--- src/hdl/cn_cfg_pkg.sv ---
/* datapath sizes of the check-node unit
   FIFO_DEPTH must be a power of two and hold two rows of MAX_ROW beats */
`default_nettype none

package cn_cfg_pkg;

  // lane layout
  localparam int ZC      = 8;          // lanes, one check node per lane
  localparam int NODE_W  = 6;          // signed message width
  localparam int MAG_W   = NODE_W - 1; // magnitude after saturated abs

  // rotate amount, must cover 0 .. ZC-1
  localparam int SHIFT_W = 3;

  // row geometry
  localparam int MAX_ROW = 16;         // vnodes per row at most
  localparam int IDX_W   = 4;          // beat index inside a row

  // two rows in flight through the sign store
  localparam int FIFO_DEPTH = 2 * MAX_ROW;

endpackage

`default_nettype wire
--- src/hdl/cn_bus_pkg.sv ---
/* words that travel between the stages of the check-node pipeline
   lane 0 sits in the low bits of every ZC-wide word */
`default_nettype none

package cn_bus_pkg;

  import cn_cfg_pkg::*;

  // beat framing
  typedef struct packed {
    logic sop;  // first beat of a row
    logic eop;  // last beat of a row
  } cn_strb_t;

  // per block context, carried along with the signs
  typedef struct packed {
    logic [SHIFT_W-1:0] shift;  // cyclic shift of the block
  } cn_ctx_t;

  typedef logic [ZC-1:0][NODE_W-1:0] cn_znode_t;  // ZC two's complement messages
  typedef logic [ZC-1:0]             cn_zbit_t;   // hard decisions or signs

  // result of one lane after a whole row
  typedef struct packed {
    logic [MAG_W-1:0] min1;       // normalized smallest magnitude
    logic [MAG_W-1:0] min2;       // normalized second smallest
    logic [IDX_W-1:0] min1_idx;   // beat that held min1, first one on ties
    logic             sign_prod;  // xor of all signs in the row
    logic [IDX_W-1:0] count_m1;   // beats in the row minus one
  } cn_min_t;

  // one beat of the stream
  typedef struct packed {
    logic      val;
    cn_strb_t  strb;
    cn_ctx_t   ctx;
    cn_znode_t node;
    cn_zbit_t  hd;
  } cn_beat_t;

endpackage

`default_nettype wire

--- src/hdl/cn_node_top.sv ---
/* min-sum check-node unit, ZC lanes, no back-pressure
   first output of a row 5 cycles after its eop, then one per cycle without gaps */
`default_nettype none

module cn_node_top
  import cn_cfg_pkg::*;
  import cn_bus_pkg::*;
#(
  parameter int pNORM_FACTOR = 7,
  parameter int pNORM_OFFSET = 1
) (
  input  logic             iclk,
  input  logic             ireset,
  input  logic             istart,
  input  logic             ival,
  input  cn_strb_t         istrb,
  input  cn_ctx_t          ictx,
  input  cn_znode_t        ivnode,
  input  cn_zbit_t         ivnode_hd,
  output logic             ocnode_val,
  output logic [IDX_W+3:0] ocnode_addr,
  output cn_znode_t        ocnode,
  output logic             odecfail,
  output logic             obusy
);

  cn_beat_t      in_beat, rot_beat, rst_beat, out_beat;
  logic [ZC-1:0] sort_done;
  cn_min_t       sort_min [ZC];
  cn_zbit_t      rot_sign;
  cn_zbit_t      fifo_sign;
  cn_ctx_t       fifo_ctx;
  logic          fifo_read, fifo_empty;

  assign in_beat = '{val: ival, strb: istrb, ctx: ictx, node: ivnode, hd: ivnode_hd};

  cn_rotate #(.pRIGHT(0)) u_rot_in (
    .iclk(iclk), .ireset(ireset), .ibeat(in_beat), .obeat(rot_beat)
  );

  // ------------------------------
  // sort, one lane per check node
  // ------------------------------
  for (genvar g = 0; g < ZC; g++) begin : g_sort
    cn_sort_lane #(.pNORM_FACTOR(pNORM_FACTOR), .pNORM_OFFSET(pNORM_OFFSET)) u_sort (
      .iclk(iclk), .ireset(ireset),
      .ival(rot_beat.val), .isop(rot_beat.strb.sop), .ieop(rot_beat.strb.eop),
      .inode(rot_beat.node[g]),
      .odone(sort_done[g]), .omin(sort_min[g])
    );
    assign rot_sign[g] = rot_beat.node[g][NODE_W-1];  // sign only goes to the FIFO
  end

  cn_syndrome u_synd (
    .iclk(iclk), .ireset(ireset), .istart(istart),
    .ival(rot_beat.val), .ieop(rot_beat.strb.eop), .ihd(rot_beat.hd),
    .odecfail(odecfail)
  );

  cn_sign_fifo u_fifo (
    .iclk(iclk), .ireset(ireset), .iclear(istart),
    .iwrite(rot_beat.val), .iwdat(rot_sign), .iwctx(rot_beat.ctx),
    .iread(fifo_read), .ordat(fifo_sign), .orctx(fifo_ctx), .oempty(fifo_empty)
  );

  // lanes finish on the same beat
  cn_restore u_restore (
    .iclk(iclk), .ireset(ireset), .idone(&sort_done), .imin(sort_min),
    .ifsign(fifo_sign), .ifctx(fifo_ctx), .oread(fifo_read), .obeat(rst_beat)
  );

  cn_rotate #(.pRIGHT(1)) u_rot_out (
    .iclk(iclk), .ireset(ireset), .ibeat(rst_beat), .obeat(out_beat)
  );

  assign ocnode_val = out_beat.val;
  assign ocnode     = out_beat.node;

  // output address and busy
  always_ff @(posedge iclk or posedge ireset) begin
    if (ireset) begin
      ocnode_addr <= '0;
      obusy       <= 1'b0;
    end else begin
      ocnode_addr <= istart ? '0 : ocnode_addr + (IDX_W+4)'(ocnode_val);
      obusy       <= ~fifo_empty;   // a row is stored or being replayed
    end
  end

endmodule

`default_nettype wire

--- src/hdl/cn_syndrome.sv ---
/* per-lane parity of the hard decisions over each row
   odecfail is sticky until istart */
`default_nettype none

module cn_syndrome
  import cn_bus_pkg::*;
(
  input  logic     iclk,
  input  logic     ireset,
  input  logic     istart,
  input  logic     ival,
  input  logic     ieop,
  input  cn_zbit_t ihd,
  output logic     odecfail
);

  cn_zbit_t par_r;  // running xor per lane

  always_ff @(posedge iclk or posedge ireset) begin
    if (ireset) begin
      par_r    <= '0;
      odecfail <= 1'b0;
    end else if (istart) begin
      par_r    <= '0;
      odecfail <= 1'b0;
    end else if (ival) begin
      if (ieop) begin
        par_r <= '0;                   // next row starts clean
        if (|(par_r ^ ihd)) begin      // any unsatisfied check
          odecfail <= 1'b1;
        end
      end else begin
        par_r <= par_r ^ ihd;
      end
    end
  end

endmodule

`default_nettype wire

--- src/hdl/cn_restore.sv ---
/* replays a stored row and rebuilds one check-node message per beat
   idone must not arrive while a replay still runs, the source timing rule keeps it so */
`default_nettype none

module cn_restore
  import cn_cfg_pkg::*;
  import cn_bus_pkg::*;
(
  input  logic     iclk,
  input  logic     ireset,
  input  logic     idone,
  input  cn_min_t  imin [ZC],
  input  cn_zbit_t ifsign,   // FIFO head, vnode signs of the replayed beat
  input  cn_ctx_t  ifctx,
  output logic     oread,
  output cn_beat_t obeat
);

  cn_min_t          min_r [ZC];
  logic             active;
  logic [IDX_W-1:0] idx;        // beat being rebuilt
  logic [IDX_W-1:0] last;

  cn_znode_t node_n;
  cn_zbit_t  hd_n;

  logic      val_r;
  cn_strb_t  strb_r;
  cn_ctx_t   ctx_r;
  cn_znode_t node_r;
  cn_zbit_t  hd_r;

  // sort results of the row being replayed
  always_ff @(posedge iclk) begin
    if (idone) begin
      min_r <= imin;
    end
  end

  // ------------------------------
  // replay counter
  // ------------------------------
  always_ff @(posedge iclk or posedge ireset) begin
    if (ireset) begin
      active <= 1'b0;
      idx    <= '0;
      last   <= '0;
    end else if (idone) begin
      active <= 1'b1;
      idx    <= '0;
      last   <= imin[0].count_m1;   // all lanes see the same row length
    end else if (active) begin
      idx <= idx + 1'b1;
      if (idx == last) begin
        active <= 1'b0;
      end
    end
  end

  assign oread = active;  // one pop per rebuilt beat

  // ------------------------------
  // restore lanes
  // ------------------------------
  for (genvar i = 0; i < ZC; i++) begin : g_lane
    logic [MAG_W-1:0]  mag;
    logic              sgn;
    logic [NODE_W-1:0] pos;

    // the min1 position gets min2, all others min1
    assign mag = (idx == min_r[i].min1_idx) ? min_r[i].min2 : min_r[i].min1;
    assign sgn = min_r[i].sign_prod ^ ifsign[i];   // product of the other signs
    assign pos = {1'b0, mag};

    assign node_n[i] = sgn ? -pos : pos;           // zero stays zero
    assign hd_n[i]   = node_n[i][NODE_W-1];
  end

  always_ff @(posedge iclk or posedge ireset) begin
    if (ireset) begin
      val_r <= 1'b0;
    end else begin
      val_r <= active;
    end
  end

  always_ff @(posedge iclk) begin
    strb_r <= '{sop: (idx == '0), eop: (idx == last)};
    ctx_r  <= ifctx;      // shift for the output rotate
    node_r <= node_n;
    hd_r   <= hd_n;
  end

  assign obeat = '{val: val_r, strb: strb_r, ctx: ctx_r, node: node_r, hd: hd_r};

endmodule

`default_nettype wire

--- src/hdl/cn_sign_fifo.sv ---
/* first-word-fall-through register FIFO for vnode signs and block context
   no full check, the row limits keep it below FIFO_DEPTH entries */
`default_nettype none

module cn_sign_fifo
  import cn_cfg_pkg::*;
  import cn_bus_pkg::*;
(
  input  logic     iclk,
  input  logic     ireset,
  input  logic     iclear,   // drops everything, new iteration
  input  logic     iwrite,
  input  cn_zbit_t iwdat,
  input  cn_ctx_t  iwctx,
  input  logic     iread,
  output cn_zbit_t ordat,
  output cn_ctx_t  orctx,
  output logic     oempty
);

  localparam int AW = $clog2(FIFO_DEPTH);

  typedef struct packed {
    cn_zbit_t sign;
    cn_ctx_t  ctx;
  } entry_t;

  entry_t        mem [FIFO_DEPTH];
  logic [AW-1:0] wptr, rptr;   // wrap on their own, depth is 2^AW
  logic [AW:0]   count;
  logic          rd;

  assign rd     = iread & ~oempty;  // pop on empty is ignored
  assign oempty = (count == '0);

  always_ff @(posedge iclk) begin
    if (iwrite) begin
      mem[wptr] <= '{sign: iwdat, ctx: iwctx};
    end
  end

  always_ff @(posedge iclk or posedge ireset) begin
    if (ireset) begin
      wptr  <= '0;
      rptr  <= '0;
      count <= '0;
    end else if (iclear) begin
      wptr  <= '0;
      rptr  <= '0;
      count <= '0;
    end else begin
      wptr <= wptr + AW'(iwrite);
      rptr <= rptr + AW'(rd);
      case ({iwrite, rd})
        2'b10:   count <= count + 1'b1;
        2'b01:   count <= count - 1'b1;
        default: count <= count;       // idle or write plus pop
      endcase
    end
  end

  // head word is visible without a read
  assign ordat = mem[rptr].sign;
  assign orctx = mem[rptr].ctx;

endmodule

`default_nettype wire

--- src/hdl/cn_sort_lane.sv ---
/* min-sum sort of one lane, restarts at sop and finalizes at eop
   omin holds until the next eop, odone pulses one cycle after the eop beat */
`default_nettype none

module cn_sort_lane
  import cn_cfg_pkg::*;
  import cn_bus_pkg::*;
#(
  parameter int pNORM_FACTOR = 7,  // scale in eighths
  parameter int pNORM_OFFSET = 1
) (
  input  logic                     iclk,
  input  logic                     ireset,
  input  logic                     ival,
  input  logic                     isop,
  input  logic                     ieop,
  input  logic signed [NODE_W-1:0] inode,
  output logic                     odone,
  output cn_min_t                  omin
);

  localparam int MAX_MAG = (1 << MAG_W) - 1;

  logic [MAG_W-1:0] mag;             // saturated |inode|
  logic [MAG_W-1:0] min1_r, min2_r;
  logic [MAG_W-1:0] min1_n, min2_n;
  logic [IDX_W-1:0] idx_r, idx_n;
  logic [IDX_W-1:0] cnt_r, cnt_n;    // index of the current beat
  logic             sign_r, sign_n;

  // floor(m * factor / 8) - offset, clipped to 0 .. MAX_MAG
  function automatic logic [MAG_W-1:0] norm(input logic [MAG_W-1:0] m);
    int p;
    p = (int'(m) * pNORM_FACTOR) >>> 3;
    p = p - pNORM_OFFSET;
    if (p < 0) begin
      p = 0;
    end else if (p > MAX_MAG) begin
      p = MAX_MAG;
    end
    return MAG_W'(p);
  endfunction

  // -2^(NODE_W-1) has no positive twin, it maps to MAX_MAG
  always_comb begin
    if (inode == {1'b1, {MAG_W{1'b0}}}) begin
      mag = '1;
    end else if (inode[NODE_W-1]) begin
      mag = MAG_W'(-inode);
    end else begin
      mag = inode[MAG_W-1:0];
    end
  end

  // ------------------------------
  // running min1/min2 update
  // ------------------------------
  always_comb begin
    if (isop) begin
      cnt_n  = '0;
      min1_n = mag;
      min2_n = '1;                    // nothing seen yet
      idx_n  = '0;
      sign_n = inode[NODE_W-1];
    end else begin
      cnt_n  = cnt_r + 1'b1;
      sign_n = sign_r ^ inode[NODE_W-1];
      min1_n = min1_r;
      min2_n = min2_r;
      idx_n  = idx_r;
      if (mag < min1_r) begin         // strict, so ties keep the first index
        min1_n = mag;
        min2_n = min1_r;
        idx_n  = cnt_n;
      end else if (mag < min2_r) begin
        min2_n = mag;
      end
    end
  end

  always_ff @(posedge iclk or posedge ireset) begin
    if (ireset) begin
      min1_r <= '0;
      min2_r <= '0;
      idx_r  <= '0;
      cnt_r  <= '0;
      sign_r <= 1'b0;
      odone  <= 1'b0;
    end else begin
      odone <= ival & ieop;
      if (ival) begin                 // gaps hold the state
        min1_r <= min1_n;
        min2_r <= min2_n;
        idx_r  <= idx_n;
        cnt_r  <= cnt_n;
        sign_r <= sign_n;
      end
    end
  end

  // final result, taken straight from the eop update
  always_ff @(posedge iclk) begin
    if (ival && ieop) begin
      omin <= '{min1: norm(min1_n), min2: norm(min2_n), min1_idx: idx_n,
                sign_prod: sign_n, count_m1: cnt_n};
    end
  end

endmodule

`default_nettype wire

--- src/hdl/cn_rotate.sv ---
/* one-cycle registered cyclic rotate of node and hd by ctx.shift lanes
   shift is taken from the beat itself and must be below ZC */
`default_nettype none

module cn_rotate
  import cn_cfg_pkg::*;
  import cn_bus_pkg::*;
#(
  parameter bit pRIGHT = 0  // 0 lane i takes lane i+shift, 1 lane i takes lane i-shift
) (
  input  logic     iclk,
  input  logic     ireset,
  input  cn_beat_t ibeat,
  output cn_beat_t obeat
);

  logic      val_r;
  cn_strb_t  strb_r;
  cn_ctx_t   ctx_r;
  cn_znode_t node_r;
  cn_zbit_t  hd_r;

  cn_znode_t node_rot;
  cn_zbit_t  hd_rot;

  // source lane for output lane i
  function automatic int src_lane(input int i, input logic [SHIFT_W-1:0] s);
    if (pRIGHT) begin
      return (i - int'(s) + ZC) % ZC;
    end
    return (i + int'(s)) % ZC;
  endfunction

  always_comb begin
    for (int i = 0; i < ZC; i++) begin
      node_rot[i] = ibeat.node[src_lane(i, ibeat.ctx.shift)];
      hd_rot[i]   = ibeat.hd[src_lane(i, ibeat.ctx.shift)];  // hd follows its lane
    end
  end

  always_ff @(posedge iclk or posedge ireset) begin
    if (ireset) begin
      val_r <= 1'b0;
    end else begin
      val_r <= ibeat.val;
    end
  end

  // payload, only meaningful with val
  always_ff @(posedge iclk) begin
    strb_r <= ibeat.strb;
    ctx_r  <= ibeat.ctx;   // shift kept for the way back
    node_r <= node_rot;
    hd_r   <= hd_rot;
  end

  assign obeat = '{val: val_r, strb: strb_r, ctx: ctx_r, node: node_r, hd: hd_r};

endmodule

`default_nettype wire

--- config.mk ---
export PLATFORM = sky130hd
export DESIGN_NAME = cn_node_top
export DESIGN_NICKNAME = d
export VERILOG_FILES = /design/src/hdl/cn_cfg_pkg.sv /design/src/hdl/cn_bus_pkg.sv /design/src/hdl/cn_node_top.sv /design/src/hdl/cn_syndrome.sv /design/src/hdl/cn_restore.sv /design/src/hdl/cn_sign_fifo.sv /design/src/hdl/cn_sort_lane.sv /design/src/hdl/cn_rotate.sv
export SDC_FILE = /design/constraint.sdc
export NUM_CORES = 2
export LEC_CHECK = 0
export BUFFER_PORTS_ARGS = -buffer_cell sky130_fd_sc_hd__buf_2
export CAP_MARGIN = 20
export CORE_UTILIZATION = 35
export CTS_BUF_LIST = sky130_fd_sc_hd__clkbuf_4 sky130_fd_sc_hd__clkbuf_8 sky130_fd_sc_hd__clkbuf_16
export CTS_CLUSTER_DIAMETER = 150
export DETAILED_ROUTE_END_ITERATION = 16
export GPL_TIMING_DRIVEN = 0
export SLEW_MARGIN = 20
export SYNTH_ARGS = -nofsm -noshare
export SYNTH_HDL_FRONTEND = slang
export SYNTH_SLANG_ARGS = --single-unit
--- constraint.sdc ---
create_clock -name iclk -period 5.8 [get_ports iclk]
set_clock_uncertainty 0.2 [all_clocks]
set_input_delay 0.58 -clock iclk [delete_from_list [all_inputs] [get_ports iclk]]
set_output_delay 0.58 -clock iclk [all_outputs]
set_load 0.005 [all_outputs]
==> metrics.log <==
INFO  metric run_status = finished, final reports clean
INFO  metric yosys.area.top_type = edfxtp_1
INFO  metric synth_cell_type_count = 104
INFO  metric busiest_layer = met2
INFO  metric track_usage = 18.38%
INFO  metric groute.layer.met2.usage = 28.52%
INFO  metric worst_setup_path_start_kind = flip-flop
INFO  metric route.final.wire_length = 133500 um
INFO  metric ranking_of_synthesized_cells_by_instance_count = edfxtp_1, nand2_1, nor2_1
INFO  metric post_route_cells_drive_above_1_share = 22.49%
INFO  metric r2r_setup_slack = 100 ps
INFO  metric clk_pin_slew_worst_paths = 60 ps
INFO  metric fillCellCount = 13030
INFO  metric syn_nets = 4290
INFO  metric gp_routability_congestion = 0.8957
INFO  metric utilization = 41.51%
INFO  metric final-hold-violation-count = 0
INFO  metric timing.fmax = 175.5 MHz
INFO  metric total_vias_in_the_final_route = 32810
INFO  metric io_buffer_count = 123
INFO  metric critical_path_required = 6010 ps
INFO  metric detailedRoute.firstPassIterationCount = 5
INFO  metric maxSlewHeadroom = 20.94%
INFO  metric yosys.area.top_type_share = 35.98%
INFO  metric antenna_found_initial = 4
INFO  metric groute.layer.met3.usage = 3.276%
INFO  metric period_minus_slack = 5699 ps
INFO  metric hold_path_startpoint = u_restore.oread
INFO  metric worst_r2r_endpoint = g_sort[0].u_sort.omin[13]
INFO  metric report.final.slew_viol_count = 0
INFO  metric worst_ep_arrival_time = 5910 ps
INFO  metric max_cap_viol_count = 0
INFO  metric std_cell_rows = 137
INFO  metric cp_endpoint_kind = flip-flop
INFO  metric wire_per_inst = 21.44 um
INFO  metric coreArea = 140200 um2
INFO  metric cts_root_buf = clkbuf_16
INFO  metric max-clock-path-buffers = 3
INFO  metric yosysWarningCount = 0
INFO  metric drc = 0
INFO  metric fp.dieH = 379.0 um
INFO  metric route.detailed.vias_per_inst = 5.269
INFO  metric wire_length_of_the_first_global_routing_pass = 197700 um
INFO  metric pin_count_of_the_biggest_net_entering_global_routing = 53
INFO  metric synthFlopType = edfxtp_1
INFO  metric die_area = 143600 um2
INFO  metric synth.avg_cell_area = 12.59 um2
INFO  metric drtAntennaViolNets = 0
INFO  metric synth-async-reset-ratio = 20.84%
INFO  metric min_period_over_period = 98.26%
INFO  metric drt_iter0_drc = 2864
INFO  metric post_synthesis_cell_area = 49740 um2
INFO  metric numClockSinks = 955
INFO  metric clock_tree_from_tritoncts = done
INFO  metric io-pin-count = 124
INFO  metric areaGrowthSynthToFinish = 17.02%
INFO  metric critical_path.reg2reg.startpoint = u_rot_in.obeat[60]
INFO  metric worstSkewPairLatency = 700 ps
INFO  metric hold-path-endpoint = u_restore.val_r
INFO  metric syn_inst = 3950
INFO  metric first_global_vias = 31730
INFO  metric grt_remaining_overflow = 0
INFO  metric cts_htree_levels = 3
INFO  metric place.detailed.hpwl = 95980 um
INFO  metric hold_depth = 0
INFO  metric fin_nets = 4600
INFO  metric yosysSeqAreaShare = 52.44%
INFO  metric crit_path_class = reg -> reg
INFO  metric setup_violations = 0
INFO  metric reg2reg_depth = 16
INFO  metric start_util = 35.47%
INFO  metric synth.most_common_cell = edfxtp_1
INFO  metric path_max_fanout = 11
INFO  metric cts_made_buffers = 101
INFO  metric met1_usage = 25.85%
INFO  metric synthTopCellsByArea = edfxtp_1, dfrtp_1, mux4_2, dfxtp_1, ha_1
INFO  metric worst_hold_path_type = reg -> reg
INFO  metric slew_at_the_pin_closest_to_its_max_slew_limit = 1186 ps
INFO  metric ys_ff_latch = 955
INFO  metric fp.dieW = 379.0 um
INFO  metric synth_edf_count = 596
[worst max path at each step]
stage                     cells past startpoint               start                   endpoint
after CTS                                    21   u_rot_in.obeat[8]  g_sort[0].u_sort.omin[13]
after global placement                       17  u_rot_in.obeat[60]  g_sort[0].u_sort.omin[13]
after detailed placement                     17  u_rot_in.obeat[60]  g_sort[0].u_sort.omin[13]
final                                        16  u_rot_in.obeat[60]  g_sort[0].u_sort.omin[13]
after global routing                         27   u_rot_in.obeat[8]  g_sort[0].u_sort.omin[18]
after floorplan                              20   u_rot_in.obeat[8]  g_sort[0].u_sort.omin[13]
[per-stage QoR]
stage | TNS (ps) | area, um2 | hold slack [ps] | cells | setup WS (ps)
detailed placement | -124840 | 53190 | 158.1 | 5966 | -3167
finish | 0 | 58200 | 169.5 | 6228 | 101.0
global route | -122.1 | 58200 | 170.8 | 6226 | -56.77
floorplan | 0 | 49760 | 131.2 | 3950 | 3.517
CTS | -63.90 | 57260 | 127.9 | 6184 | -63.90
global placement | -338100 | 52720 | 161.4 | 5949 | -3118
[layer usage]
metal	vias up	share of wire [%]
met4	0	3.2
met2	1011	45
met5	-	0
met3	226	6.7
met1	16360	45
li1	15210	-
[sequential cells by signal, indices dropped and copies added (netlist names), 40 cells and up]
| name | flops |
|---|---|
| g_sort.u_sort.min1_r | 40 |
| g_sort.u_sort.min2_r | 40 |
| g_sort.u_sort.omin | 124 |
| u_fifo.mem | 352 |
| u_restore.min_r | 120 |
| u_restore.obeat | 48 |
| u_rot_in.obeat | 50 |
| u_rot_out.obeat | 48 |
[area by class of cell]
class | instances | area [um2] | area share (%)
tap | 1876 | 2347 | 4.033
multi-input combinational | 2617 | 23150 | 39.77
timing repair buffer | 214 | 1579 | 2.713
inverter | 227 | 860.8 | 1.479
antenna | 4 | 10.01 | 0.01720
clock buffer | 132 | 2882 | 4.951
buffer | 144 | 661.9 | 1.137
sequential | 955 | 26140 | 44.91
clock inverter | 59 | 579.3 | 0.9953
[worst max-delay path, stage by stage (launching register included)]
cell      delay [ps]
dfxtp_4          550
buf_4            380
clkbuf_4         380
buf_4            360
buf_4            350
clkbuf_4         370
a211oi_4         100
xnor2_2          150
ha_1             330
nor2b_4          140
fa_2             420
xnor2_2          230
ha_2             220
a21bo_2          220
a221o_1          290
and3_1           170
or4_4            530
[repair_timing]
action	CTS	global route
hold endpoints to repair	24	0
gates resized for setup	113	145
pin swaps	15	35
hold buffers	8	0
endpoints found under the setup margin	121	75
buffers inserted	23	41
gates cloned	0	1
[cell families (layout without fill, tap and decap cells)]
family                     Yosys count  count (layout)  share of synthesized area [%]
AOI/OAI and AO/OA                  662             662                          9.077
xor gates and xnor gates           241             241                          4.244
and+or+nand+nor                    997             998                          9.336
muxes                              441             441                          14.52
other                                0               4                              0
buffers and inverters              379             776                          2.946
adders and majority gates          275             275                          7.446
DFF                                955             955                          52.44
[layout by cell type (no fill, tap or decap), types with 104 or more instances in the layout]
| cell type | instances |
|---|---|
| buf_2 | 132 |
| mux4_2 | 214 |
| xor2_1 | 118 |
| mux2i_1 | 122 |
| dfxtp_1 | 142 |
| nor2_1 | 220 |
| ha_1 | 231 |
| o21ai_0 | 115 |
| dfrtp_1 | 198 |
| a21oi_1 | 135 |
| inv_1 | 217 |
| edfxtp_1 | 596 |
| nand2_1 | 406 |
| clkbuf_16 | 104 |
| xnor2_1 | 112 |
Power is not shown: default switching activity piles up to over one toggle a cycle in this logic, so the estimate is an artifact.
